--- config.mk ---
export PLATFORM = sky130hd
export DESIGN_NAME = cpuCore
export DESIGN_NICKNAME = d
export VERILOG_FILES = /design/src/common/cpuPkg.sv /design/src/hdl/instrDecoder.sv /design/src/hdl/programCounter.sv /design/src/hdl/regFile.sv /design/src/hdl/alu.sv /design/src/hdl/loadStoreMask.sv /design/src/pipeline/cpuCore.sv
export SDC_FILE = /design/constraint.sdc
export NUM_CORES = 2
export LEC_CHECK = 0
export BUFFER_PORTS_ARGS = -buffer_cell sky130_fd_sc_hd__buf_2
export CAP_MARGIN = 20
export CORE_ASPECT_RATIO = 1.25
export CORE_MARGIN = 3
export CORE_UTILIZATION = 30
export DETAILED_ROUTE_END_ITERATION = 16
export PLACE_DENSITY_LB_ADDON = 0.25
export SLEW_MARGIN = 15
export SYNTH_ARGS = -nofsm -noshare
export SYNTH_HDL_FRONTEND = slang
export SYNTH_SLANG_ARGS = --single-unit
export TNS_END_PERCENT = 1
--- constraint.sdc ---
create_clock -name clk -period 19.7 [get_ports clk]
set_input_delay 3.94 -clock clk [delete_from_list [all_inputs] [get_ports clk]]
set_output_delay 3.94 -clock clk [all_outputs]
set_load 0.05 [all_outputs]
--- src/common/cpuPkg.sv ---
`default_nettype none

package cpuPkg;

   // Machine word
   localparam int dataWidth = 32;
   typedef logic [dataWidth-1:0] word_t;

   // Register addressing, r31 takes the JAL link
   localparam int regAddrWidth = 5;
   typedef logic [regAddrWidth-1:0] regAddr_t;
   localparam regAddr_t linkReg = 5'd31;

   // First fetch address out of reset
   localparam word_t resetPc = 32'h0000_0000;

   typedef logic [5:0] opcode_t;
   typedef logic [5:0] funct_t;

   // Primary opcodes
   localparam opcode_t opSpecial = 6'h00;
   localparam opcode_t opJ       = 6'h02;
   localparam opcode_t opJal     = 6'h03;
   localparam opcode_t opBeq     = 6'h04;
   localparam opcode_t opBne     = 6'h05;
   localparam opcode_t opAddiu   = 6'h09;
   localparam opcode_t opSlti    = 6'h0a;
   localparam opcode_t opSltiu   = 6'h0b;
   localparam opcode_t opAndi    = 6'h0c;
   localparam opcode_t opOri     = 6'h0d;
   localparam opcode_t opXori    = 6'h0e;
   localparam opcode_t opLui     = 6'h0f;
   localparam opcode_t opLb      = 6'h20;
   localparam opcode_t opLh      = 6'h21;
   localparam opcode_t opLw      = 6'h23;
   localparam opcode_t opLbu     = 6'h24;
   localparam opcode_t opLhu     = 6'h25;
   localparam opcode_t opSb      = 6'h28;
   localparam opcode_t opSh      = 6'h29;
   localparam opcode_t opSw      = 6'h2b;

   // SPECIAL function codes
   localparam funct_t fnSll  = 6'h00;
   localparam funct_t fnSrl  = 6'h02;
   localparam funct_t fnSra  = 6'h03;
   localparam funct_t fnJr   = 6'h08;
   localparam funct_t fnJalr = 6'h09;
   localparam funct_t fnAddu = 6'h21;
   localparam funct_t fnSubu = 6'h23;
   localparam funct_t fnAnd  = 6'h24;
   localparam funct_t fnOr   = 6'h25;
   localparam funct_t fnXor  = 6'h26;
   localparam funct_t fnNor  = 6'h27;
   localparam funct_t fnSlt  = 6'h2a;
   localparam funct_t fnSltu = 6'h2b;

   typedef enum logic [3:0] {
      aluAdd, aluSub, aluAnd, aluOr, aluXor, aluNor,
      aluSlt, aluSltu, aluSll, aluSrl, aluSra, aluLui
   } aluOp_t;

   typedef enum logic [1:0] {sizeByte, sizeHalf, sizeWord} memSize_t;

   // One enable per byte lane, bit 0 is the low byte
   typedef logic [3:0] byteEn_t;

   // Three views of the same instruction word
   typedef struct packed {
      opcode_t    opcode;
      regAddr_t   rs;
      regAddr_t   rt;
      regAddr_t   rd;
      logic [4:0] shamt;
      funct_t     funct;
   } rFormat_t;

   typedef struct packed {
      opcode_t     opcode;
      regAddr_t    rs;
      regAddr_t    rt;
      logic [15:0] imm;
   } iFormat_t;

   typedef struct packed {
      opcode_t     opcode;
      logic [25:0] target;
   } jFormat_t;

   typedef union packed {
      rFormat_t r;
      iFormat_t i;
      jFormat_t j;
   } instr_t;

   // Decode control bundle, all zero is a bubble
   typedef struct packed {
      logic     regWrite;
      logic     memToReg;
      logic     memWrite;
      logic     memRead;
      logic     aluSrc;
      logic     regDst;
      logic     shift;
      logic     link;
      logic     jump;
      logic     jumpReg;
      logic     branch;
      logic     branchNe;
      aluOp_t   aluOp;
      memSize_t memSize;
      logic     loadSigned;
   } ctrl_t;

   // Decode to execute register
   typedef struct packed {
      ctrl_t       ctrl;
      word_t       pc;
      word_t       rsVal;
      word_t       rtVal;
      regAddr_t    rsAddr;
      regAddr_t    rtAddr;
      regAddr_t    destAddr;
      word_t       imm;
      logic [4:0]  shamt;
      logic [25:0] target;
   } exStage_t;

   // Execute to memory register
   typedef struct packed {
      logic       regWrite;
      logic       memToReg;
      logic       link;
      memSize_t   memSize;
      logic       loadSigned;
      regAddr_t   destAddr;
      word_t      aluResult;
      word_t      pc;
      logic [1:0] byteOffset;
   } memStage_t;

endpackage

`default_nettype wire

--- src/hdl/instrDecoder.sv ---
`timescale 1ns/1ps
`default_nettype none

module instrDecoder (
   input  wire cpuPkg::instr_t instr,
   output cpuPkg::ctrl_t       ctrl,
   output cpuPkg::word_t       imm
);

   logic zeroExt;

   always_comb begin
      // Unknown encodings fall out as a bubble
      ctrl = '0;
      case (instr.r.opcode)
         cpuPkg::opSpecial: begin
            ctrl.regWrite = 1'b1;
            ctrl.regDst   = 1'b1;
            case (instr.r.funct)
               cpuPkg::fnSll:  ctrl.aluOp = cpuPkg::aluSll;
               cpuPkg::fnSrl:  ctrl.aluOp = cpuPkg::aluSrl;
               cpuPkg::fnSra:  ctrl.aluOp = cpuPkg::aluSra;
               cpuPkg::fnAddu: ctrl.aluOp = cpuPkg::aluAdd;
               cpuPkg::fnSubu: ctrl.aluOp = cpuPkg::aluSub;
               cpuPkg::fnAnd:  ctrl.aluOp = cpuPkg::aluAnd;
               cpuPkg::fnOr:   ctrl.aluOp = cpuPkg::aluOr;
               cpuPkg::fnXor:  ctrl.aluOp = cpuPkg::aluXor;
               cpuPkg::fnNor:  ctrl.aluOp = cpuPkg::aluNor;
               cpuPkg::fnSlt:  ctrl.aluOp = cpuPkg::aluSlt;
               cpuPkg::fnSltu: ctrl.aluOp = cpuPkg::aluSltu;
               cpuPkg::fnJr: begin
                  ctrl.regWrite = 1'b0;
                  ctrl.jumpReg  = 1'b1;
               end
               // JALR links into rd
               cpuPkg::fnJalr: begin
                  ctrl.jumpReg = 1'b1;
                  ctrl.link    = 1'b1;
               end
               default: begin
                  ctrl.regWrite = 1'b0;
                  ctrl.regDst   = 1'b0;
               end
            endcase
            // Shift amount comes from shamt, not rs
            ctrl.shift = ctrl.aluOp inside {cpuPkg::aluSll, cpuPkg::aluSrl, cpuPkg::aluSra};
         end
         cpuPkg::opAddiu, cpuPkg::opSlti, cpuPkg::opSltiu, cpuPkg::opAndi,
         cpuPkg::opOri, cpuPkg::opXori, cpuPkg::opLui: begin
            ctrl.regWrite = 1'b1;
            ctrl.aluSrc   = 1'b1;
            case (instr.i.opcode)
               cpuPkg::opSlti:  ctrl.aluOp = cpuPkg::aluSlt;
               cpuPkg::opSltiu: ctrl.aluOp = cpuPkg::aluSltu;
               cpuPkg::opAndi:  ctrl.aluOp = cpuPkg::aluAnd;
               cpuPkg::opOri:   ctrl.aluOp = cpuPkg::aluOr;
               cpuPkg::opXori:  ctrl.aluOp = cpuPkg::aluXor;
               cpuPkg::opLui:   ctrl.aluOp = cpuPkg::aluLui;
               default:         ctrl.aluOp = cpuPkg::aluAdd;
            endcase
         end
         // Loads, address is rs plus offset
         cpuPkg::opLb, cpuPkg::opLh, cpuPkg::opLw, cpuPkg::opLbu, cpuPkg::opLhu: begin
            ctrl.regWrite = 1'b1;
            ctrl.memToReg = 1'b1;
            ctrl.memRead  = 1'b1;
            ctrl.aluSrc   = 1'b1;
            ctrl.loadSigned = instr.i.opcode inside {cpuPkg::opLb, cpuPkg::opLh};
            if (instr.i.opcode inside {cpuPkg::opLb, cpuPkg::opLbu}) begin
               ctrl.memSize = cpuPkg::sizeByte;
            end else if (instr.i.opcode inside {cpuPkg::opLh, cpuPkg::opLhu}) begin
               ctrl.memSize = cpuPkg::sizeHalf;
            end else begin
               ctrl.memSize = cpuPkg::sizeWord;
            end
         end
         cpuPkg::opSb, cpuPkg::opSh, cpuPkg::opSw: begin
            ctrl.memWrite = 1'b1;
            ctrl.aluSrc   = 1'b1;
            case (instr.i.opcode)
               cpuPkg::opSb: ctrl.memSize = cpuPkg::sizeByte;
               cpuPkg::opSh: ctrl.memSize = cpuPkg::sizeHalf;
               default:      ctrl.memSize = cpuPkg::sizeWord;
            endcase
         end
         cpuPkg::opBeq: ctrl.branch = 1'b1;
         cpuPkg::opBne: begin
            ctrl.branch   = 1'b1;
            ctrl.branchNe = 1'b1;
         end
         cpuPkg::opJ: ctrl.jump = 1'b1;
         // JAL, destination forced to r31 in the core
         cpuPkg::opJal: begin
            ctrl.jump     = 1'b1;
            ctrl.link     = 1'b1;
            ctrl.regWrite = 1'b1;
         end
         default: ctrl = '0;
      endcase
   end

   // Logical immediates are zero extended, the rest sign extended
   assign zeroExt = instr.i.opcode inside {cpuPkg::opAndi, cpuPkg::opOri, cpuPkg::opXori};
   assign imm     = zeroExt ? {16'h0000, instr.i.imm} : {{16{instr.i.imm[15]}}, instr.i.imm};

endmodule

`default_nettype wire

--- src/hdl/programCounter.sv ---
`timescale 1ns/1ps
`default_nettype none

module programCounter (
   input  wire                clk,
   input  wire                reset,
   input  wire                stall,
   input  wire                redirect,
   input  wire cpuPkg::word_t target,
   output cpuPkg::word_t      pc,
   output cpuPkg::word_t      nextPc
);

   // pc is the address of the word now on instr
   always_ff @(posedge clk) begin
      if (reset) begin
         pc <= cpuPkg::resetPc;
      end else if (!stall) begin
         pc <= nextPc;
      end
   end

   // Fetch address for the synchronous instruction memory
   always_comb begin
      if (stall || reset) begin
         // Re-present the current word so it is still there next cycle
         nextPc = pc;
      end else if (redirect) begin
         nextPc = target;
      end else begin
         nextPc = pc + 32'd4;
      end
   end

   // Misaligned jump targets would walk off the word grid
   pcAligned : assert property (@(posedge clk) disable iff (reset) pc[1:0] == 2'b00)
      else $error("pc not word aligned: %h", pc);

endmodule

`default_nettype wire

--- src/hdl/regFile.sv ---
`timescale 1ns/1ps
`default_nettype none

module regFile (
   input  wire                   clk,
   input  wire                   we,
   input  wire cpuPkg::regAddr_t readAddrA,
   input  wire cpuPkg::regAddr_t readAddrB,
   input  wire cpuPkg::regAddr_t writeAddr,
   input  wire cpuPkg::word_t    writeData,
   output cpuPkg::word_t         readDataA,
   output cpuPkg::word_t         readDataB
);

   // No storage behind r0
   cpuPkg::word_t regs [1:2**cpuPkg::regAddrWidth-1];

   always_ff @(posedge clk) begin
      if (we && writeAddr != '0) begin
         regs[writeAddr] <= writeData;
      end
   end

   // Asynchronous reads
   assign readDataA = (readAddrA == '0) ? '0 : regs[readAddrA];
   assign readDataB = (readAddrB == '0) ? '0 : regs[readAddrB];

endmodule

`default_nettype wire

--- src/hdl/alu.sv ---
`timescale 1ns/1ps
`default_nettype none

module alu (
   input  wire cpuPkg::word_t  a,
   input  wire cpuPkg::word_t  b,
   input  wire cpuPkg::aluOp_t op,
   output cpuPkg::word_t       result
);

   logic [4:0] shamt;

   // Shifts take their amount from a, shifted value is b
   assign shamt = a[4:0];

   always_comb begin
      case (op)
         cpuPkg::aluAdd:  result = a + b;
         cpuPkg::aluSub:  result = a - b;
         cpuPkg::aluAnd:  result = a & b;
         cpuPkg::aluOr:   result = a | b;
         cpuPkg::aluXor:  result = a ^ b;
         cpuPkg::aluNor:  result = ~(a | b);
         // Compares give 0 or 1
         cpuPkg::aluSlt:  result = cpuPkg::word_t'($signed(a) < $signed(b));
         cpuPkg::aluSltu: result = cpuPkg::word_t'(a < b);
         cpuPkg::aluSll:  result = b << shamt;
         cpuPkg::aluSrl:  result = b >> shamt;
         cpuPkg::aluSra:  result = cpuPkg::word_t'($signed(b) >>> shamt);
         // Immediate into the upper half
         cpuPkg::aluLui:  result = {b[15:0], 16'h0000};
         default:         result = '0;
      endcase
   end

endmodule

`default_nettype wire

--- src/hdl/loadStoreMask.sv ---
`timescale 1ns/1ps
`default_nettype none

module loadStoreMask (
   input  wire cpuPkg::memSize_t storeSize,
   input  wire cpuPkg::memSize_t loadSize,
   input  wire [1:0]             storeOffset,
   input  wire [1:0]             loadOffset,
   input  wire                   storeEnable,
   input  wire                   loadSigned,
   input  wire cpuPkg::word_t    storeIn,
   input  wire cpuPkg::word_t    loadIn,
   output cpuPkg::word_t         storeOut,
   output cpuPkg::word_t         loadOut,
   output cpuPkg::byteEn_t       byteWe
);

   cpuPkg::byteEn_t laneMask;
   cpuPkg::word_t   loadShifted;

   // Store side, data copied into every lane, enables pick the lanes
   always_comb begin
      case (storeSize)
         cpuPkg::sizeByte: begin
            storeOut = {4{storeIn[7:0]}};
            laneMask = 4'b0001 << storeOffset;
         end
         cpuPkg::sizeHalf: begin
            storeOut = {2{storeIn[15:0]}};
            laneMask = storeOffset[1] ? 4'b1100 : 4'b0011;
         end
         default: begin
            storeOut = storeIn;
            laneMask = 4'b1111;
         end
      endcase
   end

   // No lanes unless a store is in execute
   assign byteWe = storeEnable ? laneMask : '0;

   // Load side, addressed lane moved down to bit 0
   assign loadShifted = loadIn >> {loadOffset, 3'b000};

   always_comb begin
      case (loadSize)
         cpuPkg::sizeByte: begin
            loadOut = {{24{loadSigned & loadShifted[7]}}, loadShifted[7:0]};
         end
         cpuPkg::sizeHalf: begin
            loadOut = {{16{loadSigned & loadShifted[15]}}, loadShifted[15:0]};
         end
         default: loadOut = loadIn;
      endcase
   end

   // Alignment of store accesses, checked once inputs settle
   always_comb begin
      if (storeEnable) begin
         halfAligned : assert final (storeSize != cpuPkg::sizeHalf || !storeOffset[0])
            else $error("half store at odd offset %0d", storeOffset);
         wordAligned : assert final (storeSize != cpuPkg::sizeWord || storeOffset == 2'b00)
            else $error("word store at offset %0d", storeOffset);
      end
   end

endmodule

`default_nettype wire

--- src/pipeline/cpuCore.sv ---
`timescale 1ns/1ps
`default_nettype none

module cpuCore (
   input  wire                clk,
   input  wire                reset,
   input  wire                stall,
   input  wire cpuPkg::word_t instr,
   input  wire cpuPkg::word_t loadData,
   output cpuPkg::word_t      instrAddr,
   output cpuPkg::word_t      dataAddr,
   output cpuPkg::word_t      storeData,
   output cpuPkg::byteEn_t    byteWe,
   output logic               dataRe
);

   // Fetch and decode
   cpuPkg::instr_t    decInstr;
   cpuPkg::ctrl_t     decCtrl;
   cpuPkg::word_t     decImm;
   cpuPkg::word_t     pc;
   cpuPkg::word_t     rfDataA;
   cpuPkg::word_t     rfDataB;
   cpuPkg::exStage_t  exNext;

   // Execute
   cpuPkg::exStage_t  ex;
   cpuPkg::word_t     rsFwd;
   cpuPkg::word_t     rtFwd;
   cpuPkg::word_t     aluA;
   cpuPkg::word_t     aluB;
   cpuPkg::word_t     aluResult;
   cpuPkg::word_t     exPcPlus4;
   cpuPkg::word_t     redirectTarget;
   logic              branchTaken;
   logic              redirect;
   cpuPkg::memStage_t memNext;

   // Memory and write-back
   cpuPkg::memStage_t mem;
   cpuPkg::word_t     loadOut;
   cpuPkg::word_t     wbData;
   logic              wbValid;

   assign decInstr = instr;

   instrDecoder i_decoder (
      .instr (decInstr),
      .ctrl  (decCtrl),
      .imm   (decImm)
   );

   // Fetch address goes straight out to instruction memory
   programCounter i_pc (
      .clk      (clk),
      .reset    (reset),
      .stall    (stall),
      .redirect (redirect),
      .target   (redirectTarget),
      .pc       (pc),
      .nextPc   (instrAddr)
   );

   regFile i_regFile (
      .clk       (clk),
      .we        (mem.regWrite && !stall),
      .readAddrA (decInstr.r.rs),
      .readAddrB (decInstr.r.rt),
      .writeAddr (mem.destAddr),
      .writeData (wbData),
      .readDataA (rfDataA),
      .readDataB (rfDataB)
   );

   // Write-back bypasses the same-cycle register write in decode
   always_comb begin
      exNext.ctrl   = decCtrl;
      exNext.pc     = pc;
      exNext.rsAddr = decInstr.r.rs;
      exNext.rtAddr = decInstr.r.rt;
      exNext.rsVal  = (wbValid && mem.destAddr == decInstr.r.rs) ? wbData : rfDataA;
      exNext.rtVal  = (wbValid && mem.destAddr == decInstr.r.rt) ? wbData : rfDataB;
      // JAL to r31, R-type to rd, the rest to rt
      if (decCtrl.link && decCtrl.jump) begin
         exNext.destAddr = cpuPkg::linkReg;
      end else if (decCtrl.regDst) begin
         exNext.destAddr = decInstr.r.rd;
      end else begin
         exNext.destAddr = decInstr.r.rt;
      end
      exNext.imm    = decImm;
      exNext.shamt  = decInstr.r.shamt;
      exNext.target = decInstr.j.target;
   end

   // A cleared control bundle is a bubble
   always_ff @(posedge clk) begin
      if (reset) begin
         ex.ctrl <= '0;
      end else if (!stall) begin
         ex <= exNext;
      end
   end

   // Operands from the memory stage win over the registered values
   assign rsFwd = (wbValid && mem.destAddr == ex.rsAddr) ? wbData : ex.rsVal;
   assign rtFwd = (wbValid && mem.destAddr == ex.rtAddr) ? wbData : ex.rtVal;

   assign aluA = ex.ctrl.shift ? cpuPkg::word_t'(ex.shamt) : rsFwd;
   assign aluB = ex.ctrl.aluSrc ? ex.imm : rtFwd;

   alu i_alu (
      .a      (aluA),
      .b      (aluB),
      .op     (ex.ctrl.aluOp),
      .result (aluResult)
   );

   // BNE inverts the sense of the forwarded compare
   assign branchTaken = ex.ctrl.branch && ((rsFwd == rtFwd) != ex.ctrl.branchNe);
   assign redirect    = branchTaken || ex.ctrl.jump || ex.ctrl.jumpReg;

   // Targets relative to the delay slot
   assign exPcPlus4 = ex.pc + 32'd4;

   always_comb begin
      if (ex.ctrl.jumpReg) begin
         redirectTarget = rsFwd;
      end else if (ex.ctrl.jump) begin
         redirectTarget = {exPcPlus4[31:28], ex.target, 2'b00};
      end else begin
         redirectTarget = exPcPlus4 + {ex.imm[29:0], 2'b00};
      end
   end

   loadStoreMask i_lsMask (
      .storeSize   (ex.ctrl.memSize),
      .loadSize    (mem.memSize),
      .storeOffset (aluResult[1:0]),
      .loadOffset  (mem.byteOffset),
      .storeEnable (ex.ctrl.memWrite),
      .loadSigned  (mem.loadSigned),
      .storeIn     (rtFwd),
      .loadIn      (loadData),
      .storeOut    (storeData),
      .loadOut     (loadOut),
      .byteWe      (byteWe)
   );

   // Data memory request straight from execute
   assign dataAddr = aluResult;
   assign dataRe   = ex.ctrl.memRead;

   always_comb begin
      memNext.regWrite   = ex.ctrl.regWrite;
      memNext.memToReg   = ex.ctrl.memToReg;
      memNext.link       = ex.ctrl.link;
      memNext.memSize    = ex.ctrl.memSize;
      memNext.loadSigned = ex.ctrl.loadSigned;
      memNext.destAddr   = ex.destAddr;
      memNext.aluResult  = aluResult;
      memNext.pc         = ex.pc;
      memNext.byteOffset = aluResult[1:0];
   end

   always_ff @(posedge clk) begin
      if (reset) begin
         mem.regWrite <= 1'b0;
         mem.memToReg <= 1'b0;
         mem.link     <= 1'b0;
      end else if (!stall) begin
         mem <= memNext;
      end
   end

   // Links return past the delay slot
   always_comb begin
      if (mem.link) begin
         wbData = mem.pc + 32'd8;
      end else if (mem.memToReg) begin
         wbData = loadOut;
      end else begin
         wbData = mem.aluResult;
      end
   end

   // r0 never forwards
   assign wbValid = mem.regWrite && (mem.destAddr != '0);

   // Lane enables only from a store in execute, as many lanes as the access has bytes
   noStrayWrite : assert property (@(posedge clk) disable iff (reset)
      $countones(byteWe) == (!ex.ctrl.memWrite ? 0 :
                             ex.ctrl.memSize == cpuPkg::sizeByte ? 1 :
                             ex.ctrl.memSize == cpuPkg::sizeHalf ? 2 : 4))
      else $error("byteWe %b does not fit the access in execute", byteWe);

   // Register zero reads as zero even while the memory stage writes it
   zeroRead : assert property (@(posedge clk) disable iff (reset)
      (decInstr.r.rs != '0 || exNext.rsVal == '0) &&
      (decInstr.r.rt != '0 || exNext.rtVal == '0))
      else $error("register zero read as nonzero in decode");

endmodule

`default_nettype wire

==> flow_metrics.env <==
export IMPL_port_buffers=167
export IMPL_commonest_cells_post_synth="edfxtp_1, mux4_2, nor2_1"
export IMPL_period_share_pct=79.17
export IMPL_drv_cap=0
export IMPL_hold_path_start="ex[66]$_SDFFCE_PP1P_"
export IMPL_clock_fmax_mhz=64.12
export IMPL_slew_headroom_pct=20.60
export IMPL_design_die_area_um2=246900
export IMPL_required_ns=15.76
export IMPL_final_slew_viol_count=0
export IMPL_cts_resized_gates=0
export IMPL_critical_path_cell_chain="buf_2 > mux4_2 > nand3_1 > and3b_1 > inv_2 > o21ai_0 > inv_1 > mux2i_1 > inv_1 > ha_1 > a21o_1 > a21oi_1 > o21ai_0 > a21o_1 > o211a_1 > a31oi_1 > o21a_1 > o211ai_1 > o41ai_1 > nor2_1 > a211oi_1 > a21oi_1 > or4_1 > buf_2"
export IMPL_sequential_standard_cell_area_um2=36840
export IMPL_number_of_top_level_design_ports=168
export IMPL_postSynth_asyncResetShare_pct=0
export IMPL_clock_tree_buffer_depth=3
export IMPL_final_setup_fails=0
export IMPL_edff_count_synth=1192
export IMPL_synth_largest_area_cell="edfxtp_1"
export IMPL_synth_top_cell_area_share_pct=49.53
export IMPL_post_cts_hold_buffer_count=0
export IMPL_core_area_um2=238500
export IMPL_hp_class="reg -> reg"
export IMPL_worstHoldPathCells=0
export IMPL_pwr_density_cell_nw_per_um2=84.85
export IMPL_unrepaired_setup_endpoints_after_global_routing="false"
export IMPL_vdd_ir_drop_worst_uv=54.22
export IMPL_antenna_violating_nets_post_route=0
export IMPL_cp_endpoint_kind="output pin"
export IMPL_worst_ep_arrival_time_ns=11.66
export IMPL_grt_max_degree=106
export IMPL_clock_period_minus_worst_slack_ns=15.60
export IMPL_route_vias_total=54620
export IMPL_antenna_found_initial=15
export IMPL_remaining_global_route_overflow=0
export IMPL_cts_sinks=1244
export IMPL_synthesis_instances=5694
export IMPL_postLayoutCoreUtil_pct=34.39
export IMPL_dpl_hpwl_um=209900
export IMPL_area_growth_pct=13.47
export IMPL_timing_critical_path_from_type="primary input"
export IMPL_cts_reportedPaths_clkPinSlew_ns=0.05
export IMPL_clock_skew_final_ns=0.05872
export IMPL_grt_first_pass_wirelength_um=435800
export IMPL_timing_rr_end="mem[65]$_DFFE_PP_"
export IMPL_cp_slowest_cell="mux2i_1"
export IMPL_worst_slew_pin_slew_ns=1.191
export IMPL_route_detailed_drc=0
export IMPL_drt_pass1_iterations=7
export IMPL_initialDrtViolationCount=6480
export IMPL_synthesis_area_per_instance_um2=12.69
export IMPL_multiInputGateArea_um2=33510
export IMPL_critical_path_max_stage_delay_ns=0.78
export IMPL_cts_inserted_buffers=141
export IMPL_finalHoldViolCount=0
export IMPL_final_net_count=5949
export IMPL_placement_rows=200
export IMPL_worst_skew_pair_late_latency_ns=0.85
export IMPL_post_drt_wl_per_cell_um=35.32
export IMPL_number_of_cells_on_the_worst_reg_to_reg_path=21
export IMPL_yosys_register_bits=1244
export IMPL_vias_per_cell=6.072
export IMPL_initial_core_util_pct=30.30
export IMPL_drive_gt1_share_pct=20.70
export IMPL_worst_r2r_setup_slack_ns=10.81
export IMPL_synth_main_ff_cell="edfxtp_1"
export IMPL_number_of_levels_in_the_clock_h_tree=4
export IMPL_setup_buffers_after_cts=0
export IMPL_min_delay_worst_endpoint="mem[69]$_DFFE_PP_"
export IMPL_grt_pass1_vias=53350
export IMPL_post_synth_top_count_cell="edfxtp_1"
export IMPL_setup_tns_final_ns=0
export IMPL_fill_cell_count=23310
export IMPL_clock_tree_root_cell="clkbuf_16"
export IMPL_status="finished, final reports clean"
export IMPL_critical_path_start_end_classification="in -> out"
export IMPL_drt_total_wl_um=317700
export IMPL_critical_path_max_fanout=34
export IMPL_cts_tree="done"
export IMPL_synth_cell_area_um2=72270
export IMPL_groute_usage_overall_pct=25.05
export IMPL_static_leakage_nw=27.44
export IMPL_r2r_start="mem[69]$_DFFE_PP_"
export IMPL_synthesis_yosys_warnings=0
export IMPL_synthDistinctLibCells=94
export IMPL_ys_top_cells_by_area="edfxtp_1, mux4_2, mux2i_1"
export IMPL_mappedNetlistNets=5893
export IMPL_seq_area_frac_synth_pct=50.97
export IMPL_finalWeightedCongestion=0.9853
export IMPL_die_h_um=554.8
export IMPL_die_w_um=445
==> metrics by stage <==
stage	hold slack [ns]	cells	instance area, um^2	setup WS, ns	total power (W)
detailed placement	0.4052	8727	77120	3.961	0.004296
global route	0.4222	8993	82000	3.829	0.007153
CTS	0.4087	8979	81740	3.938	0.006970
global placement	0.4035	8724	77090	4.118	0.004298
finish	0.4162	8995	82010	4.104	0.006959
floorplan	0.4003	5694	72270	3.272	0.003799
==> routing by layer <==
metal | wire, um | track usage, % | vias up
li1 | - | - | 22900
met1 | 119400 | 30.17 | 28240
met2 | 151500 | 41.24 | 2717
met3 | 20620 | 3.720 | 753
met4 | 26180 | 17.47 | 2
met5 | 10 | 0 | -
==> cell usage in the layout, fill, tap and decap left out, drive strengths merged, types with 59 or more instances in the layout <==
cell       n
a211oi    59
a21oi    343
a221oi    75
a22oi     61
buf      345
clkbuf   169
clkinv    64
edfxtp  1192
ha       129
inv      180
mux2i    296
mux4     480
nand2    351
nand3    142
nor2     387
nor3      68
o211ai    59
o21ai    303
o22ai     95
xnor2     89
==> cells by family (layout without fill, tap and decap cells) <==
logic type | count (synthesis) | in the layout | share of synthesized area [%]
adders and majority gates | 132 | 132 | 2.316
and+or+nand+nor | 1281 | 1281 | 8.369
DFF | 1244 | 1244 | 50.97
muxes | 834 | 834 | 19.97
other | 0 | 5 | 0
buffers and inverters | 612 | 777 | 3.276
AOI/OAI and AO/OA | 1451 | 1451 | 13.41
xor gates and xnor gates | 140 | 140 | 1.697
==> where the power goes <==
| part | internal (W) | switching, W |
|---|---|---|
| registers | 0.00297 | 0.0000389 |
| logic | 0.000381 | 0.000882 |
| clock network | 0.00155 | 0.00113 |
==> worst max-delay path, delay by kind of cell <==
kind / cells / cell delay, ns
compound gates: 12 / 3.74
mux: 2 / 1.32
simple gates: 4 / 1.32
buf+inv: 5 / 1.01
fa+ha+maj: 1 / 0.27
==> area by class of cell <==
class	instances	share of cell area (%)
antenna	5	0.01526
tap	3131	4.777
timing repair buffer	347	2.974
multi-input combinational	3838	40.86
inverter	178	0.8254
clock inverter	85	1.121
clock buffer	167	4.511
sequential	1244	44.92
==> sequential cells by signal, summed over array words and instances (netlist names) <==
name            count
mem                75
ex                144
i_pc.pc            32
dataRe              1
i_regFile.regs    992
==> worst max-delay path by stage <==
stage | from | end | cells after the start
6_report | loadData[31] | dataAddr[28] | 24
4_1_cts | loadData[31] | dataAddr[28] | 23
3_5_place_dp | loadData[31] | dataAddr[28] | 23
2_1_floorplan | stall | instrAddr[20] | 5
3_3_place_gp | loadData[31] | dataAddr[28] | 23
5_1_grt | loadData[9] | dataAddr[31] | 25
Note: power is estimated with default switching activity, not from simulation.
